==> config.mk <==
export PLATFORM = sky130hd
export DESIGN_NAME = sd_clk_div
export DESIGN_NICKNAME = d
export VERILOG_FILES = /design/src/logic/sd_host_pkg.sv /design/src/logic/sd_clk_div.sv
export SDC_FILE = /design/constraint.sdc
export NUM_CORES = 1
export LEC_CHECK = 0
export ABC_AREA = 1
export ABC_CLOCK_PERIOD_IN_PS = 1900
export BUFFER_PORTS_ARGS = -buffer_cell sky130_fd_sc_hd__buf_2
export CORE_AREA = 2 2 39 41
export CTS_CLUSTER_DIAMETER = 100
export DETAILED_ROUTE_END_ITERATION = 12
export DIE_AREA = 0 0 41 43
export SLEW_MARGIN = 20
export SYNTH_ARGS = -nofsm -noshare
export SYNTH_HDL_FRONTEND = slang
export SYNTH_SLANG_ARGS = --single-unit
==> constraint.sdc <==
create_clock -name sys_clk -period 1.9 [get_ports sys_clk]
set_input_delay 0.38 -clock sys_clk [delete_from_list [all_inputs] [get_ports sys_clk]]
set_output_delay 0.38 -clock sys_clk [all_outputs]
set_load 0.01 [all_outputs]
==> src/logic/sd_host_pkg.sv <==
// SD host side definitions
// clock division, timeouts and transfer types of the read host

package sd_host_pkg;

	typedef logic [31:0] block_addr_t; // block number on the card
	typedef logic [7:0] byte_t;        // one data byte
	typedef logic [8:0] byte_index_t;  // byte position inside a block

	// sys_clk cycles per sd_clk half period
	localparam int sd_clk_half = 2;

	// sd_clk periods allowed before the data start nibble
	localparam int data_timeout_ticks = 1024;

endpackage

==> src/logic/sd_clk_div.sv <==
// SD clock divider
// derives sd_clk from sys_clk, with one-cycle strobes on each sd_clk edge

module sd_clk_div (
	input  logic sys_clk,
	input  logic rst,
	output logic sd_clk,
	output logic sd_rise,
	output logic sd_fall
);

	logic [$clog2(sd_host_pkg::sd_clk_half + 1)-1:0] div_cnt;

	always_ff @(posedge sys_clk)
	begin
		if (rst)
		begin
			div_cnt <= '0;
			sd_clk <= 1'b0;
			sd_rise <= 1'b0;
			sd_fall <= 1'b0;
		end
		else
		begin
			sd_rise <= 1'b0;
			sd_fall <= 1'b0;
			if (div_cnt == $bits(div_cnt)'(sd_host_pkg::sd_clk_half - 1))
			begin
				div_cnt <= '0;
				sd_clk <= ~sd_clk;
				sd_rise <= ~sd_clk; // strobe follows the new level
				sd_fall <= sd_clk;
			end
			else
			begin
				div_cnt <= div_cnt + 1'b1;
			end
		end
	end

	a_strobe_excl: assert property (@(posedge sys_clk) disable iff (rst)
		!(sd_rise && sd_fall));

endmodule

=== After elaboration in Yosys (flattened, before gate mapping) ===
Index checks and enable logic that the tools add are counted.

* Register bits: 5
* Input port bits: 2
* Output and inout bits: 3
* Logic and storage cells: 10

* $add $sub $neg: 1
* Eq/ne operators: 1
* Bitwise gates (word level): 2
* Reduce and logical (&&, ||, !) cells: 2

{| class="wikitable"
|+ Operator list
! kind !! count
|-
| $reduce_or 2->1 || 2
|-
| $add 2x1->2 const B || 1
|-
| $eq 2x1->1 const B || 1
|-
| $not 1->1 || 2
|}

=== Longest topological paths before layout ===
* Word-level depth: 3
* Depth in mapped cells: 5
* Gate-level depth less buffers: 5

=== Least setup slack after synthesis ===
No wires, ideal clock.

* Path type: register to register
* From: reg div_cnt[1] (netlist bit)
* To: reg div_cnt[1] (netlist bit)
* Library setup time: 64 ps
* Data arrival time: 740 ps
* Required time: 1836 ps
* Setup slack: 1096 ps
* Stages on the path, launching flop included: 6
* Path buffers: 0
* Period minus slack after synthesis: 804 ps
* Path through: dfxtp_1 -> inv_1 -> ha_1 -> nor2_2 -> inv_1 -> nor2_1

* Word-level cells in the longest chain between the ends: 2
* Elaborated cells between the ends (all ways): 3
* Those cells by class: 1 x add/sub; 1 x eq/ne; 1 x reduce/logical

{| class="wikitable"
|+ RTL lines
! what !! RTL line !! RTL
|-
| start, declared || sd_clk_div.sv:12 || <nowiki>logic [$clog2(sd_host_pkg::sd_clk_half + 1)-1:0] div_cnt;</nowiki>
|-
| start signal, assigned || sd_clk_div.sv:36 || <nowiki>div_cnt <= div_cnt + 1'b1;</nowiki>
|-
| $eq 2x1->1 || sd_clk_div.sv:27 || <nowiki>if (div_cnt == $bits(div_cnt)'(sd_host_pkg::sd_clk_half - 1))</nowiki>
|-
| $reduce_or 2->1 (no line) || - ||
|}

Parallel ways exist; a longest one is shown, timed or not.
A chain may end at the register's enable or synchronous reset.

=== Final worst setup path ===
* From: reg sd_clk
* To: out sd_clk

{| class="wikitable"
|+ RTL lines
! what !! RTL line !! RTL
|-
| start, declared || sd_clk_div.sv:7 || <nowiki>output logic sd_clk,</nowiki>
|-
| start signal, assigned || sd_clk_div.sv:30 || <nowiki>sd_clk <= ~sd_clk;</nowiki>
|}

No word-level cell between the ends.

==> load_flow_metrics.sql <==
INSERT INTO impl_metrics (metric_group, metric, value, unit) VALUES
('global_route', 'gr-usage-met3', '9.42', '%'),
('cells_and_area', 'final_area', '231', 'µm²'),
('placement', 'place.detailed.instances', '39', ''),
('sta', 'final_hold_violations', '0', ''),
('sta', 'grt_setup_unrepaired', 'false', ''),
('die', 'fp.dieArea', '0.00176', 'mm²'),
('drt', 'drt_wl_total', '243', 'µm'),
('cells_and_area', 'layoutNonFillerInstCount', '43', ''),
('power_and_ir_drop', 'power.switching', '0.0000661', 'W'),
('sta', 'layout_setup_ws', '0.807', 'ns'),
('power_and_ir_drop', 'power_frac_clock', '44.1', '%'),
('drt', 'drt-pass1-iter-count', '1', ''),
('setup_path', 'critical_path_arrival', '0.71', 'ns'),
('global_route', 'grt_max_degree', '4', ''),
('synthesis', 'synth_top_cell_by_area', 'sky130_fd_sc_hd__dfxtp_1', ''),
('global_route', 'grt_pass1_wl', '448', 'µm'),
('global_route', 'vias_in_the_first_global_route', '131', ''),
('sta', 'report.final.slew_viol_count', '0', ''),
('placement', 'place.gp.congestion', '0.565', ''),
('drt', 'vias_per_cell', '2.93', ''),
('global_route', 'global_route.peak_usage_layer', 'met3', ''),
('synthesis', 'synth.lib_cells_used.distinct', '7', ''),
('die', 'die_height', '43', 'µm'),
('synthesis', 'synth.yosys.warnings', '0', ''),
('sta', 'clock-skew-final', '0.00366', 'ns'),
('drt', 'wl_per_cell', '5.65', 'µm'),
('synthesis', 'synth_area_leaders', 'sky130_fd_sc_hd__dfxtp_1, sky130_fd_sc_hd__inv_1, sky130_fd_sc_hd__ha_1, sky130_fd_sc_hd__nand2_1, sky130_fd_sc_hd__nor2_1', ''),
('die', 'die_x', '41', 'µm'),
('clocking', 'cts.repair.resized', '0', ''),
('sta', 'worst_max_slew_margin_expressed_relative_to_the_limit', '92.2', '%'),
('setup_path', 'critical_path_peak_fanout', '3', ''),
('die', 'initial_utilization', '11.9', '%'),
('sta', 'final_min_period_over_clock_period', '57.5', '%'),
('setup_path', 'critical_path_class', 'flop to primary output', ''),
('power_and_ir_drop', 'cellLeakagePower', '0.122', 'nW'),
('cells_and_area', 'area_growth', '40.2', '%'),
('die', 'placeableCoreArea', '0.00138', 'mm²'),
('drt', 'drt_first_iter_violations', '0', ''),
('setup_path', 'timing.critical_path.required', '1.52', 'ns'),
('global_route', 'antenna_found_initial', '0', ''),
('placement', 'portBuffers', '4', ''),
('setup_path', 'cp_top_family', 'flip-flops', ''),
('clocking', 'worst_skew_pair.late_latency', '0.24', 'ns'),
('synthesis', 'synth_area', '165', 'µm²'),
('cells_and_area', 'finish.net_count', '31', ''),
('clocking', 'tritoncts.num_buffers', '3', ''),
('sta', 'fmax', '0.915', 'GHz'),
('power_and_ir_drop', 'ir_drop', '0.000376', 'V'),
('setup_path', 'crit_path_start_kind', 'flop', ''),
('power_and_ir_drop', 'internal_power', '0.000211', 'W'),
('die', 'std_cell_rows', '14', ''),
('synthesis', 'netlist_instances', '19', ''),
('synthesis', 'synth_area_per_cell', '8.69', 'µm²'),
('clocking', 'tritoncts', 'yes', ''),
('drt', 'number_of_remaining_drc_errors', '0', ''),
('synthesis', 'synth_nets', '22', ''),
('drt', 'ant_nets', '0', ''),
('synthesis', 'synth.cells.most_frequent', 'sky130_fd_sc_hd__dfxtp_1, sky130_fd_sc_hd__inv_1, sky130_fd_sc_hd__nand2_1, sky130_fd_sc_hd__nor2_1', ''),
('hold_path', 'hold_path.class', 'input port to flop', ''),
('power_and_ir_drop', 'power_density', '1200', 'mW/mm²'),
('cells_and_area', 'n_fill_cell', '162', ''),
('global_route', 'globalRoute.totalOverflow', '0', ''),
('synthesis', 'synth_async_sr_flop_share', '0', '%'),
('setup_path', 'cpMaxStageDelayCell', 'sky130_fd_sc_hd__dfxtp_1', ''),
('placement', 'post_dp_cell_area', '205', 'µm²'),
('sta', 'final.min_clock_period', '1.09', 'ns'),
('sta', 'totalNegativeSetupSlack', '0', 'ns'),
('synthesis', 'synth_edf_count', '0', ''),
('sta', 'finalSetupViolCount', '0', ''),
('synthesis', 'synth_sequential_area_ratio', '60.6', '%'),
('outcome', 'outcome', 'finished clean', '');
per-stage QoR:
step                      util, %  hold WS, ns  total power [W]
after floorplan                 -        0.397         0.000147
after global placement       14.8        0.408         0.000157
after detailed placement     14.8        0.415         0.000158
after CTS                    16.7        0.395         0.000286
after global routing         16.7        0.422         0.000299
final                        16.7        0.400         0.000277
worst paths after layout:
| path | end | slack [ns] | cells after the start |
|---|---|---|---|
| hold reg to reg | div_cnt[0] | 0.42 | 1 |
| hold / removal | sd_clk | 0.40 | 4 |
| setup / recovery | sd_clk | 0.81 | 1 |
| setup reg to reg | div_cnt[1] | 1.04 | 5 |
state kept, by name, indices dropped and copies added, names as in the netlist:
signal	flops
div_cnt	2
sd_clk	1
sd_fall	1
sd_rise	1
power groups by stage:
| stage | Sequential, W | Clock [W] | Combinational, W |
|---|---|---|---|
| 5_1_grt | 0.000125 | 0.000136 | 0.0000388 |
| 6_report | 0.000123 | 0.000122 | 0.0000324 |
| 4_1_cts | 0.000123 | 0.000130 | 0.0000333 |
| 2_1_floorplan | 0.000127 | 0 | 0.0000199 |
| 3_5_place_dp | 0.000125 | 0 | 0.0000333 |
| 3_3_place_gp | 0.000124 | 0 | 0.0000325 |
metal layers:
metal | part of all wire, % | wire length [µm]
met1 | 47 | 114
met4 | 0 | 0
met5 | 0 | 0
met2 | 30 | 74
met3 | 22 | 54
cells in the final DEF, fill, tap and decap left out:
master                     count
sky130_fd_sc_hd__clkbuf_1      1
sky130_fd_sc_hd__nor2_2        1
sky130_fd_sc_hd__buf_2         4
sky130_fd_sc_hd__nand3_1       1
sky130_fd_sc_hd__ha_1          1
sky130_fd_sc_hd__nor2_1        3
sky130_fd_sc_hd__nand2_1       3
sky130_fd_sc_hd__inv_1         5
sky130_fd_sc_hd__dfxtp_1       5
sky130_fd_sc_hd__clkbuf_4      3
cell families after synthesis:
logic type	share of synthesized area [%]
and+or+nand+nor	20.5
DFF	60.6
buffers and inverters	11.4
adders and majority gates	7.57
layout make-up:
cell class	count	area (µm²)	share of cell area, %
Sequential cell	5	100	43.2
Inverter	5	18.8	8.11
Tap cell	16	20.0	8.65
Clock buffer	4	26.3	11.4
Timing Repair Buffer	4	20.0	8.65
Multi-Input combinational cell	9	46.3	20.0
No activity file was read; power rests on OpenSTA's default activity.
