**src/logic/sd_proto_pkg.sv**
```systemverilog
// SD bus protocol definitions
// frame types and constants for the command, response and data paths

package sd_proto_pkg;

	typedef logic [5:0] cmd_index_t;   // command index field
	typedef logic [31:0] cmd_arg_t;    // command argument field
	typedef logic [6:0] crc7_t;        // command frame crc
	typedef logic [47:0] resp_frame_t; // start bit down to end bit

	// bits in a command or short response frame
	localparam int cmd_frame_bits = 48;

	// single block read
	localparam cmd_index_t cmd_read_single = 6'd17;

	// bytes per data block
	localparam int block_bytes = 512;

	// crc bits sent on each data line after a block
	localparam int data_crc_bits = 16;

	// sd_clk periods before a missing response is reported
	localparam int resp_timeout_ticks = 80;

	// block number to byte address on standard capacity cards
	localparam int std_addr_shift = 9;

endpackage

```
**src/logic/sd_host_pkg.sv**
```systemverilog
// SD host side definitions
// clock division, timeouts and transfer types of the read host

package sd_host_pkg;

	typedef logic [31:0] block_addr_t; // block number on the card
	typedef logic [7:0] byte_t;        // one data byte
	typedef logic [8:0] byte_index_t;  // byte position inside a block

	// sys_clk cycles per sd_clk half period
	localparam int sd_clk_half = 2;

	// sd_clk periods allowed before the data start nibble
	localparam int data_timeout_ticks = 1024;

endpackage

```
**src/logic/sd_data_rx.sv**
```systemverilog
// SD 4-bit data block receiver
// waits for the start nibble, packs 512 bytes high nibble first,
// then steps over the CRC16 nibbles and the end nibble

module sd_data_rx (
	input  logic                     sys_clk,
	input  logic                     rst,
	input  logic                     sd_rise,
	input  logic                     data_start,
	input  logic [3:0]               dat_in,
	output sd_host_pkg::byte_t       data_byte,
	output sd_host_pkg::byte_index_t byte_index,
	output logic                     byte_valid,
	output logic                     data_timeout,
	output logic                     data_done
);

	typedef enum logic [1:0] {dx_idle, dx_wait, dx_data, dx_tail} dx_state_t;

	dx_state_t state;
	logic [$clog2(sd_host_pkg::data_timeout_ticks)-1:0] tick_cnt;
	sd_host_pkg::byte_index_t byte_cnt; // next byte to complete
	logic low_nib;                      // next nibble closes a byte
	logic [4:0] tail_cnt;

	always_ff @(posedge sys_clk)
	begin
		if (rst)
		begin
			state <= dx_idle;
			tick_cnt <= '0;
			byte_cnt <= '0;
			byte_index <= '0;
			low_nib <= 1'b0;
			tail_cnt <= '0;
			byte_valid <= 1'b0;
			data_timeout <= 1'b0;
			data_done <= 1'b0;
		end
		else
		begin
			byte_valid <= 1'b0;
			data_done <= 1'b0;
			if (data_start)
			begin
				tick_cnt <= '0;
				state <= dx_wait;
			end
			else if (sd_rise)
			begin
				case (state)
					dx_wait:
						if (dat_in == 4'h0)
						begin
							byte_cnt <= '0;
							low_nib <= 1'b0;
							state <= dx_data;
						end
						else if (tick_cnt == $bits(tick_cnt)'(sd_host_pkg::data_timeout_ticks - 1))
						begin
							data_timeout <= 1'b1;
							data_done <= 1'b1;
							state <= dx_idle;
						end
						else
						begin
							tick_cnt <= tick_cnt + 1'b1;
						end
					dx_data:
					begin
						low_nib <= ~low_nib;
						if (low_nib)
						begin
							byte_valid <= 1'b1;
							byte_index <= byte_cnt;
							byte_cnt <= byte_cnt + 1'b1;
							if (byte_cnt == 9'(sd_proto_pkg::block_bytes - 1))
							begin
								tail_cnt <= '0;
								state <= dx_tail;
							end
						end
					end
					dx_tail:
						if (tail_cnt == 5'(sd_proto_pkg::data_crc_bits))
						begin
							data_timeout <= 1'b0; // this rise carried the end nibble
							data_done <= 1'b1;
							state <= dx_idle;
						end
						else
						begin
							tail_cnt <= tail_cnt + 1'b1;
						end
					default:
						state <= dx_idle;
				endcase
			end
		end
	end

	always_ff @(posedge sys_clk)
	begin
		if (sd_rise && !data_start && state == dx_data)
			data_byte <= {data_byte[3:0], dat_in};
	end

	a_no_byte_in_wait: assert property (@(posedge sys_clk) disable iff (rst)
		(state == dx_wait) |-> !byte_valid);

endmodule

```
**config.mk**
```make
export PLATFORM = sky130hd
export DESIGN_NAME = sd_data_rx
export DESIGN_NICKNAME = d
export VERILOG_FILES = /design/src/logic/sd_proto_pkg.sv /design/src/logic/sd_host_pkg.sv /design/src/logic/sd_data_rx.sv
export SDC_FILE = /design/constraint.sdc
export NUM_CORES = 1
export LEC_CHECK = 0
export BUFFER_PORTS_ARGS = -buffer_cell sky130_fd_sc_hd__clkbuf_2
export CORE_ASPECT_RATIO = 0.6
export CORE_UTILIZATION = 50
export CTS_CLUSTER_DIAMETER = 30
export DETAILED_ROUTE_END_ITERATION = 7
export PLACE_DENSITY = 0.76
export SETUP_SLACK_MARGIN = 0.15
export SKIP_CTS_REPAIR_TIMING = 1
export SLEW_MARGIN = 10
export SYNTH_ARGS = -nofsm -noshare
export SYNTH_HDL_FRONTEND = slang
export SYNTH_SLANG_ARGS = --single-unit
```
**constraint.sdc**
```tcl
create_clock -name sys_clk -period 1.95 [get_ports sys_clk]
set_input_delay 0.39 -clock sys_clk [delete_from_list [all_inputs] [get_ports sys_clk]]
set_output_delay 0.39 -clock sys_clk [all_outputs]
set_load 0.02 [all_outputs]
```
**After elaboration in Yosys (flattened, before gate mapping)**

Cells that the tools add are included.

- Register bits after elaboration: 47
- Output and inout bits: 20
- Word-level logic and storage cells: 83

- $add $sub $neg: 3
- Eq/ne operators: 18
- Multiplexer cells: 26
- Bitwise operators: 6
- Reductions and logical operators: 19

Operators by type and width:

| kind | number |
|---|---|
| 2-to-1 mux 9 bit | 2 |
| one-hot mux 9 bit (2 select lines) | 1 |
| 2-to-1 mux 5 bit | 3 |
| AND reduction 5 bit | 3 |
| != test 2 bit, second input constant | 7 |
| != test 3 bit, second input constant | 4 |
| AND reduction 4 bit | 3 |
| AND reduction 6 bit | 2 |
| adder 10 x 1 -> 10 bit, second input constant | 1 |
| equality test 10 bit, second input constant | 1 |
| 2-to-1 mux 1 bit | 10 |
| 2-to-1 mux 2 bit | 5 |
| one-hot mux 5 bit (2 select lines) | 1 |
| adder 9 x 1 -> 9 bit, second input constant | 1 |
| equality test 9 bit, second input constant | 1 |
| nonzero test 2 bit | 4 |
| inverter 1 bit | 6 |
| one-hot mux 1 bit (2 select lines) | 3 |
| one-hot mux 2 bit (3 select lines) | 1 |
| adder 5 x 1 -> 5 bit, second input constant | 1 |
| equality test 5 bit, second input constant | 1 |
| equality test 2 bit, second input constant | 2 |
| zero test 4 bit | 1 |
| != test 4 bit, second input constant | 1 |
| 6 further kinds | 7 |

**Depth between registers and ports, before layout**

- Depth in word-level cells: 6
- Gate-level depth with buffers: 8
- Mapped depth without buffers: 8

**Worst setup path before layout**

Ideal clock, no wire load.

- Path kind: register to register
- Start: reg byte_cnt[2]
- End: reg tail_cnt[3]
- Setup time: 0.070 ns
- Data arrival time: 1.982 ns
- Slack: -0.102 ns
- Stages on the path, launching flop included: 9
- Period minus slack after synthesis: 2.052 ns
- Path through: dfxtp_1 -> nand4_1 -> or2_2 -> nor2_1 -> ha_1 -> nand3_1 -> a22o_1 -> or4_1 -> a21oi_1

- Longest elaborated chain between the ends: 3

RTL lines:

| what | line | text |
|---|---|---|
| start: declaration | sd_data_rx.sv:22 | `sd_host_pkg::byte_index_t byte_cnt;` |
| start signal: assignment | sd_data_rx.sv:76 | `byte_cnt <= byte_cnt + 1'b1;` |
| equality test 9 bit | sd_data_rx.sv:77 | `if (byte_cnt == 9'(sd_proto_pkg::block_bytes - 1))` |
| != test 2 bit (no line) | - |  |
| AND reduction 6 bit (no line) | - |  |
| end signal: assignment | sd_data_rx.sv:93 | `tail_cnt <= tail_cnt + 1'b1;` |
| end: declaration | sd_data_rx.sv:24 | `logic [4:0] tail_cnt;` |

Every way passes these cells.
A chain may end at the register's enable or synchronous reset.

**Final worst setup path**

- Start: reg byte_cnt[5]
- End: reg tail_cnt[2]

The elaborated chain is that of the path after synthesis.

==> summary.md <==
The flow ran to the end, but the final reports show violations. The checks that failed: negative setup slack. The logs give 0 for the number of antenna violations at the first check in global routing and 428 uW for the net switching component of the power. The floorplan has 18 rows. Of the synthesized area, sequential elements account for 46.8%. Counting buffers and inverters, the worst setup path is 8 cells deep. In this run the remaining antenna-violating nets after routing total 0. The final critical path takes up 103% of the cycle. On the critical path, the stage with the largest delay is an instance of or4_4.

The biggest area consumer among synthesized cells is dfxtp_1. From bottom edge to top edge, the die measures 53.1 um. The logs give 40 for the number of distinct library cells after synthesis and 0 for the number of antenna cells inserted. Based on the critical path, the design can be clocked at up to 499 MHz.

The tools report the headroom to the max-slew limit as 70.0%. TritonCTS built the clock tree. STA classifies the critical path endpoint as a register. Measured along the x axis, the die boundary spans 87.2 um. Setup repair after global routing could not meet its margin everywhere. Number of warnings issued by yosys: 0.

For the worst flop-to-flop path, the logic depth is 8. Cell internal power was estimated by the tool at 1.43 mW. The detailed placement HPWL is 3880 um, and the full die area is 0.00464 sq mm. For the global-route wire length before repair, the log shows 8550 um.

The number of enable-type register cells in the synthesized netlist is 8, and the proportion of layout cells with a drive suffix above 1 is 40.3%. Sorting the synthesized cells by area gives the leading types as dfxtp_1 (36%), edfxtp_1 (11%), a21oi_1 (7.6%). Net switching is 23.0% of the power.

Clock skew on the completed layout was measured at 9.43 ps. For this run, the post-layout net count is 340. For the worst setup path, the data required time is 2190 ps. In this run, flip-flops and latches consume 53.2% of the power. The transition at the pin with the smallest max-transition slack works out to 449 ps. The number of optimization iterations in the first detailed-route pass was 6; the arrival time reported for the critical path endpoint was 2250 ps. The maximum fanout encountered on the critical timing path works out to 5.

The leading cell type in the layout, fill and taps excluded was buf_4. The number of buffers on the longest clock path was 2; the clock period minus final worst setup slack was 2000 ps. Total routing resource utilization after global routing: 24.5%. The category of the most critical setup path is register to register.

The tools report the total negative slack as -102 ps. The instance count along the most critical hold path was 1; the core area was 0.00414 sq mm. The summed instance area of the synthesized netlist was 0.00218 sq mm. For the via count of the first global-routing pass, the log shows 1754. In this design, the largest share of critical-path delay is due to simple AND/OR/NAND/NOR gates. The tool flagged a number of max-cap violations equal to 0. Counting both buffers and inverters, the worst setup path holds a total of 0. From synthesis to final layout, the design area changed by 41.9%. In this run, CTS created clock tree buffers numbering 5. In this run, the combinational gates consume 7.8% of the power. The standard cell area after detailed placement is 0.00269 sq mm, and the latest clock arrival within the worst-skew pair is 310 ps. The run gives 385 as the filler-free cell count of the finished design.

The stage delay of the slowest cell on the critical path is 420 ps. In the layout the commonest cells are buf_4 (51), nand2_1 (31), dfxtp_1 (30), clkbuf_2 (27), a21oi_1 (26). The number of top-level pins was 28; the H-tree level count was 2. The total of flip-flops plus latches after synthesis was 47.

After the first detailed-routing iteration, the DRC count stood at 257. At the end of routability-driven placement, the weighted congestion stood at 0.803. Cells fill 74.6% of the core in the end.

The number of nets handed over by synthesis was 261. The root buffer cell chosen for the clock tree is clkbuf_8. After detailed placement, the design holds a cell count of 364. During placement, the flow inserted port buffers numbering 27. Setup violations remaining at the end of the flow were counted as 3.

The tools report the number of slew-limit violations in the final report as 0. The signal on the critical path passes through nand4_1 -> or2_4 -> nor2_2 -> ha_2 -> nand3_2 -> a22o_4 -> or4_4 -> a21oi_2. For this configuration, the core starts out at a cell density of 52.6%.

The fraction of synthesis flops using an asynchronous set or reset pin was 0%. The worst setup path is launched from a register. Final instance area: 0.00309 sq mm. Entering global routing, the biggest net connects 21 pins. The average footprint of a synthesized cell was 8.90 sq um; the via total after detailed routing was 2238. The total clock sinks is 47, and the setup slack of the critical path after layout is -53.3 ps. The clock slew at the register clock pins of the worst setup and hold paths was 90 ps. The routed design has 6220 um of wire. The maximum vdd drop is 0.345 mV. The clock network fraction of total power was 39.0%. Among all flip-flop cells after synthesis, the most frequent one is dfxtp_1.

The cell count after synthesis came out at 245. The global-route congestion overflow total was 0; the area share of the leading cell type in the synthesized netlist was 35.8%. For this design the ratio of total power to cell area is 601 mW/mm^2. In the routed design, unresolved DRC markers number 0. Dividing the detail-routed via count by the number of cells gives 5.81. In the final routed layout, each cell accounts on average for 16.1 um. The standby leakage power was 1.16 nW. The path category of the worst min-delay check was primary input to register. The tools report the final hold violation count as 0.
-- area by class of cell --
class / count / area, sq um
Tap cell: 60 / 75.1
Sequential cell: 47 / 1030
Clock buffer: 6 / 72.6
Fill cell: 293 / 1050
Inverter: 10 / 40.0
Clock inverter: 2 / 37.5
Multi-Input combinational cell: 179 / 1280
Timing Repair Buffer: 81 / 552
-- power groups by stage --
| stage | registers [mW] | logic, mW | clock network [mW] |
|---|---|---|---|
| after floorplan | 1.01 | 0.0572 | 0 |
| after global placement | 1.01 | 0.105 | 0 |
| after detailed placement | 1.01 | 0.107 | 0 |
| after CTS | 0.988 | 0.108 | 0.725 |
| after global routing | 0.990 | 0.153 | 0.776 |
| final | 0.990 | 0.145 | 0.725 |
-- kinds of logic after synthesis --
group,after synthesis,share of synthesized area (%)
buffers and inverters,20,3.50
AOI/OAI and AO/OA,64,17.6
adders and majority gates,8,4.59
and+or+nand+nor,97,23.4
muxes,6,2.87
xor gates and xnor gates,3,1.21
DFF,47,46.8
-- Yosys cell counts, types with 2 or more instances --
library cell / number
nor3_1: 2
nand3b_1: 2
mux2i_1: 4
ha_1: 8
o21ai_0: 10
nand4_1: 5
clkbuf_1: 9
a21oi_1: 33
xnor2_1: 2
nand3_1: 13
mux2_2: 2
or3_1: 9
and3_1: 4
o31ai_1: 9
edfxtp_1: 8
nand2_1: 31
a41o_1: 2
or4_1: 6
a31oi_1: 2
or2_2: 3
nor4_1: 3
inv_1: 10
nor2_1: 10
nand2b_1: 4
dfxtp_1: 39
-- path summary, 6_finish.rpt --
check / startpoint / endpoint / slack [ps]
hold reg to reg: byte_index[8]$_SDFFE_PP0P_ / byte_index[8]$_SDFFE_PP0P_ / 450
hold / removal: dat_in[1] / data_byte[1]$_DFFE_PP_ / 310
setup reg to reg: byte_cnt[5]$_SDFFE_PP0P_ / tail_cnt[2]$_SDFFE_PP0P_ / -50
setup / recovery: byte_cnt[5]$_SDFFE_PP0P_ / tail_cnt[2]$_SDFFE_PP0P_ / -50
-- sequential cells by signal (all words and copies together), names as in the netlist --
register and cells:
byte_valid 1, low_nib 1, state 2, tick_cnt 10
data_byte 8, tail_cnt 5, data_timeout 1, byte_cnt 9
byte_index 9, data_done 1
-- through the flow --
step	total power, mW	hold slack [ps]	setup slack (ps)
final	1.86	312	-53.3
after global routing	1.92	305	-132
after CTS	1.82	308	-78.6
after detailed placement	1.12	439	-64.7
after global placement	1.11	440	-17.3
after floorplan	1.07	438	39.6
-- routing by layer --
layer,GRT usage [%],share of wire (%)
met3,5.46,8.6
met5,0,0
met2,33.1,43
met1,37.8,47
met4,7.38,2.0
Power figures use the tool's default switching activity.
