===== src/logic/sd_proto_pkg.sv =====
// SD bus protocol definitions
// frame types and constants for the command, response and data paths

package sd_proto_pkg;

	typedef logic [5:0] cmd_index_t;   // command index field
	typedef logic [31:0] cmd_arg_t;    // command argument field
	typedef logic [6:0] crc7_t;        // command frame crc
	typedef logic [47:0] resp_frame_t; // start bit down to end bit

	// bits in a command or short response frame
	localparam int cmd_frame_bits = 48;

	// single block read
	localparam cmd_index_t cmd_read_single = 6'd17;

	// bytes per data block
	localparam int block_bytes = 512;

	// crc bits sent on each data line after a block
	localparam int data_crc_bits = 16;

	// sd_clk periods before a missing response is reported
	localparam int resp_timeout_ticks = 80;

	// block number to byte address on standard capacity cards
	localparam int std_addr_shift = 9;

endpackage


===== src/logic/sd_cmd_tx.sv =====
// SD command transmitter
// sends start, transmission bit, index and argument, then the CRC7 and end bit,
// one bit per falling sd_clk edge

module sd_cmd_tx (
	input  logic                     sys_clk,
	input  logic                     rst,
	input  logic                     sd_fall,
	input  logic                     cmd_start,
	input  sd_proto_pkg::cmd_index_t cmd_index,
	input  sd_proto_pkg::cmd_arg_t   cmd_arg,
	output logic                     cmd_out,
	output logic                     cmd_oe,
	output logic                     cmd_done
);

	typedef enum logic {tx_idle, tx_busy} tx_state_t;

	tx_state_t state;
	logic [39:0] tx_shift;    // crc covered part of the frame
	sd_proto_pkg::crc7_t crc;
	logic [5:0] bit_cnt;      // bits already driven
	logic crc_fb;

	assign crc_fb = crc[6] ^ tx_shift[39];

	always_ff @(posedge sys_clk)
	begin
		if (rst)
		begin
			state <= tx_idle;
			bit_cnt <= '0;
			cmd_out <= 1'b1;
			cmd_oe <= 1'b0;
			cmd_done <= 1'b0;
		end
		else
		begin
			cmd_done <= 1'b0;
			case (state)
				tx_idle:
					if (cmd_start)
					begin
						bit_cnt <= '0;
						state <= tx_busy;
					end
				tx_busy:
					if (sd_fall)
					begin
						bit_cnt <= bit_cnt + 1'b1;
						if (bit_cnt == 6'(sd_proto_pkg::cmd_frame_bits))
						begin
							cmd_done <= 1'b1; // end bit has had its full period
							cmd_oe <= 1'b0;
							cmd_out <= 1'b1;
							state <= tx_idle;
						end
						else
						begin
							cmd_oe <= 1'b1;
							if (bit_cnt < 6'($bits(tx_shift)))
								cmd_out <= tx_shift[39];
							else if (bit_cnt < 6'(sd_proto_pkg::cmd_frame_bits - 1))
								cmd_out <= crc[6];
							else
								cmd_out <= 1'b1; // end bit
						end
					end
				default:
					state <= tx_idle;
			endcase
		end
	end

	// frame shifter and serial CRC7, polynomial x^7 + x^3 + 1
	always_ff @(posedge sys_clk)
	begin
		if (state == tx_idle && cmd_start)
		begin
			tx_shift <= {1'b0, 1'b1, cmd_index, cmd_arg};
			crc <= '0;
		end
		else if (state == tx_busy && sd_fall)
		begin
			if (bit_cnt < 6'($bits(tx_shift)))
			begin
				tx_shift <= {tx_shift[38:0], 1'b0};
				crc <= {crc[5:3], crc[2] ^ crc_fb, crc[1:0], crc_fb};
			end
			else
			begin
				crc <= {crc[5:0], 1'b0}; // crc leaves msb first
			end
		end
	end

	// a new command only after the previous one has finished
	a_no_overlap: assert property (@(posedge sys_clk) disable iff (rst)
		cmd_start |=> (!cmd_start until_with cmd_done));

endmodule


===== config.mk =====
export PLATFORM = sky130hd
export DESIGN_NAME = sd_cmd_tx
export DESIGN_NICKNAME = d
export VERILOG_FILES = /design/src/logic/sd_proto_pkg.sv /design/src/logic/sd_cmd_tx.sv
export SDC_FILE = /design/constraint.sdc
export NUM_CORES = 1
export LEC_CHECK = 0
export BUFFER_PORTS_ARGS = -buffer_cell sky130_fd_sc_hd__buf_2
export CAP_MARGIN = 20
export CORE_ASPECT_RATIO = 1.5
export CORE_MARGIN = 1
export CORE_UTILIZATION = 49
export CTS_CLUSTER_SIZE = 24
export DETAILED_ROUTE_END_ITERATION = 7
export PLACE_DENSITY = 0.73
export SLEW_MARGIN = 10
export SYNTH_ARGS = -nofsm -noshare
export SYNTH_HDL_FRONTEND = slang
export SYNTH_SLANG_ARGS = --single-unit

===== constraint.sdc =====
create_clock -name sys_clk -period 3.84 [get_ports sys_clk]
set_clock_uncertainty 0.05 [all_clocks]
set_input_delay 0.192 -clock sys_clk [delete_from_list [all_inputs] [get_ports sys_clk]]
set_output_delay 0.192 -clock sys_clk [all_outputs]
set_load 0.02 [all_outputs]

# Yosys cells after proc, flatten, opt, wreduce, memory -nomap -nowiden
# Index checks and enable logic that the tools add are counted.
dict set report word_totals {
  reg_bits 57
  output_inout_bits 3
  elab_cells 42
}
dict set report classes {
  reduce_logical 9
  eq_ne 3
  order_cmp 2
  mux 15
  n_bitwise 4
  n_addsub 1
}
# operator n
set op_table {}
lappend op_table {{38-bit 2-to-1 mux} 3}
lappend op_table {{6-bit < comparator (second input constant)} 2}
lappend op_table {{6-bit 2-to-1 mux} 2}
lappend op_table {{6-bit one-hot mux with 2 select lines} 1}
lappend op_table {{2-bit AND reduction} 4}
lappend op_table {{1-bit 2-to-1 mux} 7}
lappend op_table {{6-bit by 1-bit adder with 6-bit output (second input constant)} 1}
lappend op_table {{6-bit == test (second input constant)} 1}
lappend op_table {{4-bit 2-to-1 mux} 1}
lappend op_table {{2-bit != test (second input constant)} 2}
lappend op_table {{2-bit nonzero test} 2}
lappend op_table {{3-bit OR reduction} 1}
lappend op_table {{1-bit logical AND} 2}
lappend op_table {{1-bit NOT} 2}
lappend op_table {{1-bit one-hot mux with 2 select lines} 1}
lappend op_table {{1-bit XOR} 2}

# Longest topological paths before layout
# Gate-level depths: netlist of run 1.
dict set report logic_depth {
  ltp_word 4
  ltp_mapped 6
  mapped_depth_nobuf 5
}

# Worst setup path after synthesis of run 1
# Ideal clock, no wire load.
dict set report synth_path {
  kind {flip-flop to flip-flop}
  from {register state}
  to {register tx_shift[0], enable pin}
  stages_incl_launch_ff 5
  slack_ns -0.057
  arrival_ns 3.361
  cell_sequence {dfxtp_1 > buf_4 > nand2_1 > buf_2 > o21ai_0}
}
dict set report synth_between {
  elab_chain_cells 4
}
# item line_no
set synth_lines {}
lappend synth_lines {{start: declaration} sd_cmd_tx.sv:19} ;# tx_state_t state;
lappend synth_lines {{start signal: assignment} sd_cmd_tx.sv:31} ;# state <= tx_idle;
lappend synth_lines {{start signal: assignment} sd_cmd_tx.sv:45} ;# state <= tx_busy;
lappend synth_lines {{start signal: assignment} sd_cmd_tx.sv:56} ;# state <= tx_idle;
lappend synth_lines {{1-bit NOT} --}
lappend synth_lines {{1-bit logical AND} sd_cmd_tx.sv:78} ;# if (state == tx_idle && cmd_start)
lappend synth_lines {{2-bit nonzero test (no line)} --}
lappend synth_lines {{2-bit AND reduction (no line) *} --}
lappend synth_lines {{end signal: assignment} sd_cmd_tx.sv:80} ;# tx_shift <= {1'b0, 1'b1, cmd_index, cmd_arg};
lappend synth_lines {{end signal: assignment} sd_cmd_tx.sv:87} ;# tx_shift <= {tx_shift[38:0], 1'b0};
lappend synth_lines {{end: declaration} sd_cmd_tx.sv:20} ;# logic [39:0] tx_shift;
# Every way passes the cells marked *; elsewhere a longest branch is shown, timed or not.
# A chain may end at the register's enable or synchronous reset.

# Worst setup path in the final report of run 1
dict set report layout_path {
  from {register state}
  to {register tx_shift[9], enable pin}
}
# The elaborated chain is that of the path after synthesis.

==> results of run 1 <==
==> worst min-delay path, cell delays in order <==
cell and delay, ns:
buf_2 0.07, nand2_1 0.04, nand2_1 0.04
==> stage by stage <==
step / worst slack, ns / total power, mW / cell area, um^2 / hold WS [ns]
global route: 1.90 / 1.38 / 2860 / 0.0741
finish: 2.03 / 1.32 / 2860 / 0.0736
detailed placement: 1.64 / 0.877 / 2680 / 0.402
global placement: 1.68 / 0.872 / 2680 / 0.401
floorplan: 0.973 / 0.831 / 2420 / 0.313
CTS: 1.62 / 1.32 / 2840 / 0.0610
==> registers in the layout, summed over array words and instances, names as in the netlist <==
| signal | count |
|---|---|
| crc | 7 |
| cmd_done | 1 |
| tx_shift | 40 |
| cmd_out | 1 |
| cmd_oe | 1 |
| bit_cnt | 6 |
| state | 1 |
==> power breakdown <==
group          internal (mW)  leakage [nW]  switching [mW]
Combinational         0.0506         0.640          0.0790
Sequential             0.719         0.528          0.0168
Clock                  0.230        0.0839           0.221
Total                   1.00          1.25           0.317
==> final cells by class <==
class | count | area, um^2 | share of cell area [%]
repair buffers | 47 | 255 | 8.93
inverters | 3 | 11.3 | 0.394
well taps | 66 | 82.6 | 2.89
flip-flops and latches | 57 | 1520 | 53.2
multi-input cells | 173 | 833 | 29.1
clock inverters | 4 | 20.0 | 0.700
clock buffers | 12 | 135 | 4.73
==> worst max path at each step <==
stage | slack (ns) | end
floorplan | 0.97 | tx_shift[0]
global placement | 1.68 | tx_shift[24]
detailed placement | 1.64 | tx_shift[3]
CTS | 1.62 | tx_shift[13]
global route | 1.90 | bit_cnt[3]
finish | 2.03 | tx_shift[9]
==> synth_stat cells, types with 2 or more instances <==
master	number	share of area, %
nand3_1	8	1.7
clkbuf_1	6	0.93
edfxtp_1	38	47
nand2_1	114	18
o21ai_1	2	0.41
mux2i_1	2	0.83
nor2_1	5	0.77
ha_1	2	1.0
buf_2	6	1.2
dfxtp_1	19	16
inv_1	2	0.31
a31oi_1	2	0.52
o21ai_0	3	0.62
buf_4	2	0.62
a21oi_1	4	0.83
a22o_1	5	1.8
nor3_1	4	0.83
and2_1	2	0.52
o21a_1	2	0.62
==> per-layer routing <==
layer | global-route usage (%) | vias to the layer above
met4 | 9.09 | 0
met3 | 5.47 | 10
met2 | 28.7 | 38
met1 | 23.5 | 829
met5 | 0 | -
li1 | - | 931
==> logic make-up after synthesis <==
| logic type | Yosys count | synth area share [%] |
|---|---|---|
| DFF | 57 | 62.8 |
| xor gates and xnor gates | 1 | 0.361 |
| muxes | 2 | 0.826 |
| and+or+nand+nor | 143 | 24.4 |
| adders and majority gates | 2 | 1.03 |
| buffers and inverters | 18 | 3.41 |
| AOI/OAI and AO/OA | 25 | 7.18 |
==> qor.yml, run 1 <==
clock_network:
  clock_latency_on_the_worst_skew_pair_ns: 0.33
  post_cts.resized_instances: 0
  number_of_buffers_inserted_by_post_cts_setup_repair: 0
  clock_tree.htree_level_count: 3
  path_clk_slew_ns: 0.06
  clock_path_buffers: 2
  cts_hold_buf: 0
  number_of_cts_inserted_buffers: 9
  root_buffer: "clkbuf_8"
  numClockSinks: 57
  tritoncts: "yes"
logic_synthesis:
  ys_async_sr_fraction_pct: 0
  post_synth_instance_area_um2: 2420
  synth.ff_latch_count: 57
  synth-seq-area-share_pct: 62.8
  synth_fp_nets: 292
  yosys.cell_types.count: 39
  dominantRegCellSynth: "edfxtp_1"
  post_synth_edffs: 38
  synthesis.yosys.warnings: 0
  netlist_instances: 248
  post_synth.cell_area_avg_um2: 9.77
routing:
  route.detailed.vias_per_inst: 4.99
  initialDrtViolationCount: 83
  drcViolationCount: 0
  wl_met1_mm: 2.05
  drt_pass1_iterations: 4
  routed_wl_mm: 4.29
  route.met2.wl_mm: 2.02
  post_drt_wl_per_cell_um: 11.9
  ant_nets: 0
  maxUsedRoutingLayer: "met4"
  num_vias: 1808
  route.met3.wl_um: 145
cells_and_area:
  most_common_cell_after_layout_fill_and_taps_aside: "nand2_1"
  area_growth_pct: 18.0
  n_antenna_cell: 0
  layout-drive-gt1-share_pct: 21.3
  most-common-layout-cells: "nand2_1 (114), buf_2 (44), edfxtp_1 (38)"
  fin_util_pct: 59.4
  num-fill-cells: 433
  finish.cell_count_without_fillers: 362
  final_net_count: 335
hold_path:
  worst_hold_path_cells: 3
  worst_hold_startpoint: "cmd_arg[18]"
  path_type_of_the_worst_min_delay_path: "input port to register"
  whs_endpoint: "tx_shift[18]"
run_status:
  status: "complete, no violations"
critical_path:
  critical_path_depth: 3
  r2r-start: "state"
  crit_path_start: "state"
  crit-reg2reg-capture: "tx_shift[9]"
  cp.buffers_inverters: 1
  r2r.worst_path.cells: 3
  critical_path.max_fanout: 30
  cp_top_delay_family: "flip-flops"
  worstPathCellList: "nand2_1 -> o21ai_4 -> buf_12"
  worst-endpoint-required_ns: 3.81
  path_class: "register to register"
  critical-path-slowest-cell: "dfxtp_1"
  critPathCaptureType: "register"
  timing.critical_path.arrival_ns: 1.78
  timing.critical_path.slowest_cell_delay_ns: 0.46
  critPathLaunchType: "register"
  timing.reg2reg.setup_slack_ns: 2.03
timing:
  finalCritPeriodShare_pct: 47.2
  unrepaired_setup_endpoints_after_global_routing: "false"
  max_clock_freq_ghz: 0.552
  relSlewSlack_pct: 29.7
  period_minus_slack_ns: 1.81
  report.final.hold_viol_count: 0
  timing.setup.tns_ns: 0
  tightestPinTransition_ns: 1.02
  final-max-slew-violation-count: 0
  setup-violations-final: 0
die:
  rows: 31
  fp.coreArea_um2: 4810
  floorplan.io_pins: 45
  initial_core_util_pct: 50.4
  dieHeight_um: 88.1
  die_area_um2: 5240
  die_w_um: 59.4
grt:
  grt_first_pass_wirelength_mm: 7.05
  grt_start_max_net_pins: 41
  grt_util_all_layers_pct: 18.5
  antenna_found_initial: 0
  gr-total-overflow: 0
  first_global_vias: 1648
pwr:
  cellPowerDensity_nw_per_um2: 461
  vdd_drop_max_mv: 0.318
  total_leakage_power_nw: 1.25
place:
  dp_hpwl_mm: 2.77
  placedCellCount: 345
  finalWeightedCongestion: 0.788
  port-buffer-count: 44
run:
  max_cap_violations: 0
Power figures use the tool's default switching activity.
==> run 2: changes to the inputs <==
- CORE_UTILIZATION: 49 -> 54
- PLACE_DENSITY: 0.73 -> 0.76
- clock period: 3.84 -> 1.7 ns (I/O delays scaled with it)
==> qor.yml, run 2 (synthesized netlist as in run 1, its figures left out) <==
run_status:
  status: "finished, violations left"
  failed_checks: "DRC"
clock_network:
  numClockSinks: 57
  root_buffer: "clkbuf_8"
  path_clk_slew_ns: 0.06
  clock_path_buffers: 2
  clock_tree.htree_level_count: 3
  clock_latency_on_the_worst_skew_pair_ns: 0.33
  number_of_cts_inserted_buffers: 9
  tritoncts: "yes"
  number_of_buffers_inserted_by_post_cts_setup_repair: 0
place:
  port-buffer-count: 44
  placedCellCount: 331
  finalWeightedCongestion: 0.804
  dp_hpwl_mm: 2.89
critical_path:
  worstPathCellList: "nand2_1 -> o21ai_4 -> buf_12"
  critical_path.max_fanout: 38
  worstSetupEndpoint: "tx_shift[13]"
  critPathLaunchType: "register"
  timing.critical_path.slowest_cell_delay_ns: 0.45
  crit_path_start: "state"
  critPathCaptureType: "register"
  path_class: "register to register"
  worst-endpoint-required_ns: 1.67
  r2r-start: "state"
  r2r.worst_path.cells: 3
  timing.critical_path.arrival_ns: 1.50
  crit-reg2reg-capture: "tx_shift[13]"
  critical-path-slowest-cell: "dfxtp_1"
  timing.reg2reg.setup_slack_ns: 0.16
cells_and_area:
  largest_register_ff_count: 40
  fin_util_pct: 77.2
  reg.largest.list: "tx_shift (40), crc (7), bit_cnt (6)"
  n_antenna_cell: 0
  finish.cell_count_without_fillers: 386
  num-fill-cells: 266
  layout-drive-gt1-share_pct: 19.7
  most-common-layout-cells: "nand2_1 (114), buf_2 (44), dlygate4sd3_1 (39)"
  largest_register: "tx_shift"
  most_common_cell_after_layout_fill_and_taps_aside: "nand2_1"
  final_net_count: 379
  area_growth_pct: 36.3
pwr:
  vdd_drop_max_mv: 0.668
  total_leakage_power_nw: 1.45
  power.total_mw: 3.22
  cellPowerDensity_nw_per_um2: 973
timing:
  tightestPinTransition_ns: 0.388
  relSlewSlack_pct: 73.4
  max_clock_freq_ghz: 0.651
  unrepaired_setup_endpoints_after_global_routing: "false"
  final.hold.worst_slack_ns: 0.0145
  timing.setup.tns_ns: 0
  finalCritPeriodShare_pct: 90.3
  report.final.hold_viol_count: 0
  setup-violations-final: 0
  final-max-slew-violation-count: 0
  period_minus_slack_ns: 1.54
routing:
  route.detailed.vias_per_inst: 5.38
  drt_pass1_iterations: 7
  ant_nets: 0
  initialDrtViolationCount: 114
  routed_wl_mm: 5.49
  drcViolationCount: 2
  num_vias: 2077
  post_drt_wl_per_cell_um: 14.2
die:
  rows: 29
  fp.coreArea_um2: 4280
  floorplan.io_pins: 45
  die_area_um2: 4770
  initial_core_util_pct: 56.6
  dieHeight_um: 84.1
  die_w_um: 56.7
hold_path:
  worst_hold_path_cells: 3
  path_type_of_the_worst_min_delay_path: "input port to register"
  worst_hold_startpoint: "cmd_start"
grt:
  first_global_vias: 2122
  grt_start_max_net_pins: 39
  gr-total-overflow: 0
  grt_util_all_layers_pct: 26.4
  grt_first_pass_wirelength_mm: 9.34
  antenna_found_initial: 0
run:
  max_cap_violations: 0
## run 2: cell type report
class                           count  area [um^2]  share of cell area, %
Tap cell                           46         57.6                   1.74
Inverter                            3         11.3                  0.341
Multi-Input combinational cell    173          841                   25.4
Clock buffer                       11          131                   3.98
Clock inverter                      5         46.3                   1.40
Sequential cell                    57         1520                   46.0
Timing Repair Buffer               91          696                   21.1
## run 2: report_power, final
part | internal (mW) | switching (mW)
combinational | 0.185 | 0.203
sequential | 1.62 | 0.0411
clock | 0.660 | 0.503
total | 2.47 | 0.747
## run 2: critical path, delay by kind of cell (launching register included)
family	cells	cell delay (ns)
and+or+nand+nor	1	0.25
AOI/OAI and AO/OA	1	0.21
buffers and inverters	1	0.24
DFF	1	0.45
## run 2: layer usage
metal | track usage [%] | vias to the layer above | routed length (um)
li1 | - | 1015 | -
met1 | 29.9 | 977 | 2170
met2 | 44.3 | 68 | 2890
met3 | 8.22 | 17 | 257
met4 | 13.2 | 0 | 176
met5 | 0 | - | 0
## run 2: worst min path at each step
stage	to	slack (ns)
floorplan	state	0.21
global placement	tx_shift[17]	0.29
detailed placement	tx_shift[17]	0.30
CTS	state	0.004
global route	state	0.03
finish	state	0.01
## run 2: metrics by stage
stage	worst slack [ns]	area [um^2]
floorplan	-0.0518	2450
global placement	0.209	2740
detailed placement	0.189	2740
CTS	0.176	3300
global route	0.0378	3300
finish	0.165	3300
## run 2: timing repair
| action | CTS | global route |
|---|---|---|
| gates resized for setup | 0 | 0 |
| setup endpoints to repair | 0 | 0 |
| hold buffers | 39 | 0 |
| endpoints found under the hold margin | 42 | 0 |
