`config.mk`:
```
export PLATFORM = sky130hd
export DESIGN_NAME = sd_resp_rx
export DESIGN_NICKNAME = d
export VERILOG_FILES = /design/src/logic/sd_proto_pkg.sv /design/src/logic/sd_resp_rx.sv
export SDC_FILE = /design/constraint.sdc
export NUM_CORES = 1
export LEC_CHECK = 0
export BUFFER_PORTS_ARGS = -buffer_cell sky130_fd_sc_hd__clkbuf_2
export CAP_MARGIN = 20
export CELL_PAD_IN_SITES_DETAIL_PLACEMENT = 0
export CELL_PAD_IN_SITES_GLOBAL_PLACEMENT = 2
export CORE_MARGIN = 2
export CORE_UTILIZATION = 39
export DETAILED_ROUTE_END_ITERATION = 6
export PLACE_DENSITY_LB_ADDON = 0.2
export SYNTH_ARGS = -nofsm -noshare
export SYNTH_HDL_FRONTEND = slang
export SYNTH_SLANG_ARGS = --single-unit
```
`constraint.sdc`:
```
create_clock -name sys_clk -period 9.9 [get_ports sys_clk]
set_clock_uncertainty 0.2 [all_clocks]
set_input_delay 0.495 -clock sys_clk [delete_from_list [all_inputs] [get_ports sys_clk]]
set_output_delay 0.495 -clock sys_clk [all_outputs]
set_load 0.03 [all_outputs]
```
`src/logic/sd_proto_pkg.sv`:
```
// SD bus protocol definitions
// frame types and constants for the command, response and data paths

package sd_proto_pkg;

	typedef logic [5:0] cmd_index_t;   // command index field
	typedef logic [31:0] cmd_arg_t;    // command argument field
	typedef logic [6:0] crc7_t;        // command frame crc
	typedef logic [47:0] resp_frame_t; // start bit down to end bit

	// bits in a command or short response frame
	localparam int cmd_frame_bits = 48;

	// single block read
	localparam cmd_index_t cmd_read_single = 6'd17;

	// bytes per data block
	localparam int block_bytes = 512;

	// crc bits sent on each data line after a block
	localparam int data_crc_bits = 16;

	// sd_clk periods before a missing response is reported
	localparam int resp_timeout_ticks = 80;

	// block number to byte address on standard capacity cards
	localparam int std_addr_shift = 9;

endpackage

```
`src/logic/sd_resp_rx.sv`:
```
// SD short response receiver
// waits for the response start bit, then shifts in the 48-bit frame
// on rising sd_clk edges, or reports a timeout

module sd_resp_rx (
	input  logic                      sys_clk,
	input  logic                      rst,
	input  logic                      sd_rise,
	input  logic                      resp_start,
	input  logic                      cmd_in,
	output sd_proto_pkg::resp_frame_t resp_frame,
	output logic                      resp_timeout,
	output logic                      resp_done
);

	typedef enum logic [1:0] {rx_idle, rx_wait, rx_shift} rx_state_t;

	rx_state_t state;
	logic [$clog2(sd_proto_pkg::resp_timeout_ticks)-1:0] tick_cnt;
	logic [5:0] bit_cnt; // frame bits taken so far

	always_ff @(posedge sys_clk)
	begin
		if (rst)
		begin
			state <= rx_idle;
			tick_cnt <= '0;
			bit_cnt <= '0;
			resp_timeout <= 1'b0;
			resp_done <= 1'b0;
		end
		else
		begin
			resp_done <= 1'b0;
			if (resp_start)
			begin
				tick_cnt <= '0;
				state <= rx_wait;
			end
			else if (sd_rise)
			begin
				case (state)
					rx_wait:
						if (!cmd_in)
						begin
							bit_cnt <= 6'd1; // start bit already in
							state <= rx_shift;
						end
						else if (tick_cnt == $bits(tick_cnt)'(sd_proto_pkg::resp_timeout_ticks - 1))
						begin
							resp_timeout <= 1'b1;
							resp_done <= 1'b1;
							state <= rx_idle;
						end
						else
						begin
							tick_cnt <= tick_cnt + 1'b1;
						end
					rx_shift:
					begin
						bit_cnt <= bit_cnt + 1'b1;
						if (bit_cnt == 6'(sd_proto_pkg::cmd_frame_bits - 1))
						begin
							resp_timeout <= 1'b0;
							resp_done <= 1'b1;
							state <= rx_idle;
						end
					end
					default:
						state <= rx_idle;
				endcase
			end
		end
	end

	always_ff @(posedge sys_clk)
	begin
		if (sd_rise && !resp_start && (state == rx_shift || (state == rx_wait && !cmd_in)))
			resp_frame <= {resp_frame[46:0], cmd_in};
	end

endmodule

```
# --- After elaboration in Yosys (flattened, before gate mapping) ---
# Cells that the tools add are included.
classes:
  n_addsub: 2
  eq_ne: 11
  n_bitwise: 3
  muxes: 16
  reduce_logical: 15
ops:
  columns: ["cell", "n"]
  rows:
  - ["case mux 6 bit (2 select lines)", 1]
  - ["2-to-1 mux 1 bit", 8]
  - ["!= test 2 bit (second input constant)", 4]
  - ["AND reduction 4 bit", 2]
  - ["adder 7 x 1 -> 7 bit (second input constant)", 1]
  - ["equality test 7 bit (second input constant)", 1]
  - ["adder 6 x 1 -> 6 bit (second input constant)", 1]
  - ["equality test 6 bit (second input constant)", 1]
  - ["2-to-1 mux 2 bit", 3]
  - ["2-to-1 mux 6 bit", 1]
  - ["!= test 3 bit (second input constant)", 2]
  - ["AND reduction 3 bit", 2]
  - ["AND reduction 6 bit", 1]
  - ["!= test 4 bit (second input constant)", 1]
  - ["case mux 1 bit (2 select lines)", 2]
  - ["case mux 2 bit (2 select lines)", 1]
  - ["nonzero test 2 bit", 2]
  - ["logical AND 1 bit", 3]
  - ["NOT 1 bit", 3]
  - ["OR reduction 3 bit", 1]
  - ["equality test 2 x 1 -> 1 bit (second input constant)", 1]
  - ["equality test 2 bit (second input constant)", 1]
  - ["zero test 1 bit", 2]
  - ["OR reduction 2 bit", 1]
  - ["logical OR 1 bit", 1]
word_totals:
  register_bits: 65
  input_bits: 5
  word_cells: 54

# --- Depth between registers and ports, before layout ---
# Gate-level depths: netlist of run 1.
logic_depth:
  ltp_word: 6
  mapped_depth: 7
  ltp_nobuf: 6

# --- Least setup slack after synthesis of run 1 ---
# No wires, ideal clock.
synth_path:
  kind: "flip-flop to flip-flop"
  from: "register state[1]"
  to: "register resp_frame[0] (enable)"
  arrival_ns: 4.337
  path_slack_ns: 4.840
  period_less_slack_ns: 5.060
  setup_ns: 0.524
  path_stages_with_launch: 6
  required_time_ns: 9.176
  path_cell_list: "dfxtp_1 -> inv_1 -> ha_1 -> inv_1 -> o21a_1 -> nor3b_1"
synth_between:
  elab_chain_len: 4
  elab_cells_between_ends: 5
  cone_classes: "eq/ne: 2; reduce/logical: 3"
synth_rtl:
  columns: ["item", "line_no", "text"]
  rows:
  - ["from (decl)", "sd_resp_rx.sv:18", "rx_state_t state;"]
  - ["from (signal assigned)", "sd_resp_rx.sv:26", "state <= rx_idle;"]
  - ["from (signal assigned)", "sd_resp_rx.sv:38", "state <= rx_wait;"]
  - ["from (signal assigned)", "sd_resp_rx.sv:47", "state <= rx_shift;"]
  - ["equality test 2 x 1 -> 1 bit", "sd_resp_rx.sv:78", "if (sd_rise && !resp_start && (state == rx_shift || (state == rx_wait && !cmd_in)))"]
  - ["logical AND 1 bit", "sd_resp_rx.sv:78", null]
  - ["logical OR 1 bit *", "sd_resp_rx.sv:78", null]
  - ["logical AND 1 bit *", "sd_resp_rx.sv:78", null]
  - ["to (signal assigned)", "sd_resp_rx.sv:79", "resp_frame <= {resp_frame[46:0], cmd_in};"]
  - ["to (decl)", "sd_resp_rx.sv:11", "output sd_proto_pkg::resp_frame_t resp_frame,"]
# Mark *: on every way between the ends. The rest lies on a longest branch, timed or not.
# A chain may end at the register's enable or synchronous reset.

# --- Final worst setup path of run 1 ---
layout_path:
  from: "register state[0]"
  to: "register resp_frame[36] (enable)"
# Same word-level chain as after synthesis.

==> metrics.txt, run 1 <==
family with the most delay on the worst path=buffers and inverters; Slew @ Worst Pin=0.562 ns; diodes inserted=0; Die Wd=81.9 um; initial antenna violation count=0; Synthesized Nets=165; FF-to-FF Start=state[0]$_SDFFE_PP0P_; GRT overflow=0; library cells used by synthesis=37; fin. max-slew vios=0; status=complete, no violations; Setup crit start kind=flip-flop; Hold Crit Class=flip-flop to flip-flop; row cnt=28; pin count of the biggest net entering global routing=49; Area Growth Syn to Fin=25.3%; post-synth top area share=0.610; die area=6700 sq um; routability cong.=0.852; CP Cell Sequence=inv_1 > ha_1 > inv_1 > o21a_1 > nor3b_2 > buf_4; CP endpoint kind=flip-flop; Post-Synthesis Cells=156; synthesis-stage register bit count=65; R2R depth=6; Chip Height=81.9 um; Root Driver=clkbuf_8; Max Fclk=452 MHz; Synth async-reset ratio=0; Power Density=197 nW/um^2; Most common cell on crit path=inv_1; CTS Buf Count=9; EDFF count, synth=48; RSZ-0062 raised after global routing=false; clock-pin slew on the worst setup and hold paths=0.07 ns; max incr delay on CP=0.48 ns; register area=1780 sq um; most common cell in the synthesized netlist=edfxtp_1; Hold Violations, Final=0; CP arrival=1.99 ns; vias per inst=4.82; number of max-cap violations=0; share of cells above drive strength 1=0.345; Lkg Pwr=1.10 nW; WHS Endpoint=resp_frame[15]$_DFFE_PP_; post-CTS setup buffers=0; endpoints failing setup=0; Initial Util=0.402; Critical Path RT=9.67 ns; top_reg_cell synth=edfxtp_1; Synth area leaders=edfxtp_1, dfxtp_1, a21oi_1, ha_1, nand3_1; Crit. path cell count=6; Yosys top cell by area=edfxtp_1; Hold Path Origin=resp_frame[14]$_DFFE_PP_; final worst setup slack=7.69 ns; reg-to-reg setup timing slack=7.69 ns; Skew-Pair Late Insertion Delay=0.34 ns; WHS Path Cells=0; first-pass GRT wire length=6.43 mm; GR Util All Layers=0.136; TritonRoute pass-1 iters=5; Final TNS setup=0 ns; DR iter-0 viols=70; Port Buffers=54; pre-CTS WS=7.67 ns; Detail Placement HPWL=2.82 mm; critical path's slowest cell=buf_4; TritonCTS Sinks=65; CTS resizes=0; WP buf/inv=3; ANT nets after route=0; RR Endpoint=resp_frame[36]$_DFFE_PP_; Total Routed Length=4.16 mm; hold_buf cts=0; Netlist Area Pre-Place=2360 sq um; Filler cells=522; nets@finish=227; # H-tree levels=3; crit path max fanout=48; register area share after synthesis=0.753; commonest cells in the netlist=edfxtp_1, dfxtp_1, a21oi_1; WS Path Type=flip-flop to flip-flop; Max Buffers Root-to-Sink=2; Via Count=1,437; Final Cycle Share=0.224; post-layout min period=2.21 ns; CTS tree=done; Max-slew headroom=0.625; Mean Syn Cell Area=15.2 sq um; Multi-input gate area=549 sq um; Peak supply drop=0.0819 mV; Core Box Area=5890 sq um; Avg WL per Cell=13.9 um; I/O pins=55; DR DRC count=0; vias in the first global route=1,323; Ys Warns=0
[how the worst max path moves through the flow]
stage	start	to	slack (ns)
after global routing	state[1]$_SDFFE_PP0P_	resp_frame[13]$_DFFE_PP_	7.58
after global placement	state[0]$_SDFFE_PP0P_	resp_frame[23]$_DFFE_PP_	7.75
after CTS	state[0]$_SDFFE_PP0P_	resp_frame[40]$_DFFE_PP_	7.67
after floorplan	state[1]$_SDFFE_PP0P_	resp_frame[0]$_DFFE_PP_	4.84
final	state[0]$_SDFFE_PP0P_	resp_frame[36]$_DFFE_PP_	7.69
after detailed placement	state[0]$_SDFFE_PP0P_	resp_frame[19]$_DFFE_PP_	7.67
[area by class of cell]
type | instances | area share
Clock buffer | 10 | 0.0431
Clock inverter | 6 | 0.0388
Inverter | 5 | 0.00633
Multi-Input combinational cell | 82 | 0.185
Sequential cell | 65 | 0.601
Tap cell | 75 | 0.0317
Timing Repair Buffer | 55 | 0.0937
[worst reg2reg max path, stage by stage (launching register included)]
cell and delay (ns):
dfxtp_1 0.32, inv_1 0.06, ha_1 0.33, inv_1 0.14, o21a_1 0.14, nor3b_2 0.15, buf_4 0.48
[metrics by stage]
| step | power, mW | util | hold slack, ns | instance area, sq um | std cells |
|---|---|---|---|---|---|
| after floorplan | 0.314 | - | 0.258 | 2360 | 156 |
| after global placement | 0.320 | 0.462 | 0.236 | 2720 | 282 |
| after detailed placement | 0.320 | 0.462 | 0.235 | 2720 | 282 |
| after CTS | 0.593 | 0.504 | 0.246 | 2960 | 298 |
| after global routing | 0.607 | 0.504 | 0.261 | 2960 | 298 |
| final | 0.583 | 0.504 | 0.254 | 2960 | 298 |
[cell usage in the layout, fill, tap and decap left out, types with 4 or more instances in the layout]
cell type  synthesis  routed
inv_1              5       5
ha_1               4       4
nand3_1            8       8
o21ai_0            7       7
a21oi_1           13      13
clkbuf_2           0      54
dfxtp_1           17      17
edfxtp_1          48      48
and2_1             4       4
nor2_1             8       8
clkbuf_8           0       9
[layer usage]
metal  share of wire  track usage  up-vias
li1                -            -      708
met1            0.47        0.168      671
met2            0.44        0.195       54
met3           0.075       0.0692        4
met4           0.011       0.0650        0
met5               0            0        -
[kinds of logic after synthesis]
group           synth area share
flops                      0.753
simple gates               0.118
compound gates            0.0640
buf+inv                   0.0164
xor+xnor                  0.0185
fa+ha+maj                 0.0212
mux                      0.00847
[power breakdown]
group          switching [mW]  internal [mW]
combinational          0.0135        0.00534
sequential            0.00186          0.293
clock                   0.100          0.169
total                   0.116          0.467
[sequential cells by signal, summed over array words and instances, names as in the netlist]
register / cells
resp_frame: 48
resp_timeout: 1
resp_done: 1
state: 2
bit_cnt: 6
tick_cnt: 7
Power figures use the tool's default switching activity.
==> run 2: changes to the inputs <==
--- a/config.mk
+++ b/config.mk
@@ -10,7 +10,7 @@
 export CELL_PAD_IN_SITES_DETAIL_PLACEMENT = 0
 export CELL_PAD_IN_SITES_GLOBAL_PLACEMENT = 2
 export CORE_MARGIN = 2
-export CORE_UTILIZATION = 39
+export CORE_UTILIZATION = 32
 export DETAILED_ROUTE_END_ITERATION = 6
 export PLACE_DENSITY_LB_ADDON = 0.2
 export SYNTH_ARGS = -nofsm -noshare
==> constraint.sdc (replaced) <==
create_clock -name sys_clk -period 2 [get_ports sys_clk]
set_clock_uncertainty 0.2 [all_clocks]
set_input_delay 0.1 -clock sys_clk [delete_from_list [all_inputs] [get_ports sys_clk]]
set_output_delay 0.1 -clock sys_clk [all_outputs]
set_load 0.03 [all_outputs]
==> run 2 against run 1 <==
Effect of this change:
- total power grew to 4.5 times the previous value
- critical path depth did not move
- largest power group unchanged
- design area rose by 2.2%
- die area up 21%
- critical endpoint is now resp_frame[24]$_DFFE_PP_
- critical path type unchanged
- non-clock buffer count up 4
- sequential share of layout area decreased by 1.2 points
- fmax rose by 19%
- hold slack worse by 0.23 ns
- highest routed layer unchanged
- core utilization fell by 8.4 points
- first-iteration DRC count decreased by 27%
- sequential power increased to 4.9 times the previous value
- largest cell class unchanged
==> metrics.txt, run 2 (synthesized netlist as in run 1, its figures left out) <==
TritonRoute pass-1 iters=5; R2R depth=6; Power Density=873 nW/um^2; DR iter-0 viols=51; sequential share of power=0.554; GRT overflow=0; Hold Violations, Final=0; pin count of the biggest net entering global routing=49; diodes inserted=0; Pwr Total=2.64 mW; M1 GR Usage=0.159; family with the most delay on the worst path=buffers and inverters; Switching Power=0.580 mW; GR Util All Layers=0.120; endpoints failing setup=0; Chip Height=90.0 um; DP Area=2810 sq um; Setup crit start kind=flip-flop; FF-to-FF Start=state[1]$_SDFFE_PP0P_; met3 usage=0.0511; status=complete, no violations; Max Buffers Root-to-Sink=2; routability cong.=0.756; Total Routed Length=4.54 mm; fin. max-slew vios=0; CTS Buf Count=9; sw frac=0.219; Detail Placement HPWL=3.21 mm; RSZ-0062 raised after global routing=false; Top reg by flops=resp_frame; Slew @ Worst Pin=0.333 ns; critical path's slowest cell=dfxtp_2; Area Growth Syn to Fin=28.1%; Critical Path RT=1.82 ns; CP arrival=1.67 ns; most common cell after layout, fill and taps aside=clkbuf_2; first-pass GRT wire length=7.47 mm; Hold Path Origin=sd_rise; Port Buffers=54; reg-to-reg setup timing slack=0.15 ns; crit path max fanout=48; GRT Max-Usage Layer=met2; number of max-cap violations=0; CP Cell Sequence=inv_2 > ha_4 > inv_2 > o21a_1 > nor3b_4 > buf_12; vias in the first global route=1,433; die area=8090 sq um; fin cells=326; Initial Util=0.328; final worst setup slack=0.147 ns; pre-CTS WS=0.155 ns; Root Driver=clkbuf_8; clock-pin slew on the worst setup and hold paths=0.07 ns; ANT nets after route=0; WHS Endpoint=resp_done$_SDFF_PP0_; Most common cell on crit path=inv_2; DR DRC count=0; Via Count=1,482; Core Box Area=7210 sq um; Logic pwr share=0.040; Max-slew headroom=0.778; max incr delay on CP=0.35 ns; WS Path Type=flip-flop to flip-flop; Avg WL per Cell=13.9 um; Die Wd=90.0 um; max reg flops=48; WHS=0.0217 ns; Filler cells=684; row cnt=31; WHS Path Cells=3; Hold Crit Class=input port to flip-flop; WP buf/inv=3; Clock Power Share=0.406; Skew-Pair Late Insertion Delay=0.33 ns; TritonCTS Sinks=65; vias per inst=4.55; share of cells above drive strength 1=0.379; Top Registers=resp_frame (48), tick_cnt (7), bit_cnt (6); I/O pins=55; # H-tree levels=3; initial antenna violation count=0; RR Endpoint=resp_frame[24]$_DFFE_PP_; Lkg Pwr=1.11 nW; commonest non-fill, non-tap cells in the layout=clkbuf_2, edfxtp_1, dfxtp_1; CP endpoint kind=flip-flop; nets@finish=231; final instance area=3030 sq um; internal power=2.06 mW; GR met2 Demand/Resource=0.174; Max Fclk=540 MHz; Final Cycle Share=0.926; Peak supply drop=0.333 mV; post-CTS setup buffers=0; dpl cells=307; post-layout min period=1.85 ns; CTS tree=done
-- run 2: cell types whose count changed in the layout (fill, tap and decap cells not counted), moves of 2 or more --
cell / previous run / this run
inv_2: 0 / 4
ha_4: 0 / 2
dfxtp_1: 17 / 15
clkinv_2: 0 / 2
dlygate4sd3_1: 0 / 3
inv_1: 5 / 1
ha_1: 4 / 2
bufinv_16: 3 / 1
dfxtp_2: 0 / 2
-- run 2: final cells by class --
type | instances | area (sq um) | area share
clock inverter | 7 | 70.1 | 0.0231
sequential | 65 | 1780 | 0.589
tap | 99 | 124 | 0.0409
clock buffer | 9 | 124 | 0.0409
inverter | 5 | 18.8 | 0.00620
timing repair buffer | 59 | 328 | 0.108
multi-input combinational | 82 | 581 | 0.192
-- run 2: power by group through the flow --
| stage | Combinational [mW] | Clock (mW) | Sequential (mW) |
|---|---|---|---|
| final | 0.107 | 1.07 | 1.46 |
| after floorplan | 0.0438 | 0 | 1.52 |
| after global placement | 0.101 | 0 | 1.49 |
| after detailed placement | 0.103 | 0 | 1.49 |
| after CTS | 0.108 | 1.12 | 1.46 |
| after global routing | 0.117 | 1.18 | 1.46 |
-- run 2: worst max path at each step --
| stage | endpoint | slack [ns] | cells past startpoint | from |
|---|---|---|---|---|
| after floorplan | resp_frame[0]$_DFFE_PP_ | -0.67 | 6 | state[0]$_SDFFE_PP0P_ |
| after global placement | bit_cnt[5]$_SDFFE_PP0P_ | 0.19 | 6 | state[0]$_SDFFE_PP0P_ |
| after detailed placement | resp_frame[44]$_DFFE_PP_ | 0.16 | 6 | state[1]$_SDFFE_PP0P_ |
| after CTS | resp_frame[24]$_DFFE_PP_ | 0.15 | 6 | state[1]$_SDFFE_PP0P_ |
| after global routing | bit_cnt[5]$_SDFFE_PP0P_ | 0.04 | 6 | state[0]$_SDFFE_PP0P_ |
| final | resp_frame[24]$_DFFE_PP_ | 0.15 | 6 | state[1]$_SDFFE_PP0P_ |
-- run 2: timing repair --
item / in CTS / in global routing
hold buffers: 3 / 0
resized for setup: 0 / 0
endpoints found under the hold margin: 10 / 0
-- run 2: worst register-to-register path, cell delays in order, from the launching register on --
cell     delay (ns)
dfxtp_2        0.35
inv_2          0.07
ha_4           0.15
inv_2          0.06
o21a_1         0.19
nor3b_4        0.23
buf_12         0.28
-- run 2: through the flow --
stage / setup TNS, ns / utilization
floorplan: -32.29 / -
global placement: 0 / 0.389
detailed placement: 0 / 0.389
CTS: 0 / 0.420
global route: 0 / 0.420
finish: 0 / 0.420
-- run 2: routing by layer --
layer,part of all wire,up-vias
li1,-,722
met1,0.50,708
met2,0.44,48
met3,0.049,4
met4,0.013,0
met5,0,-
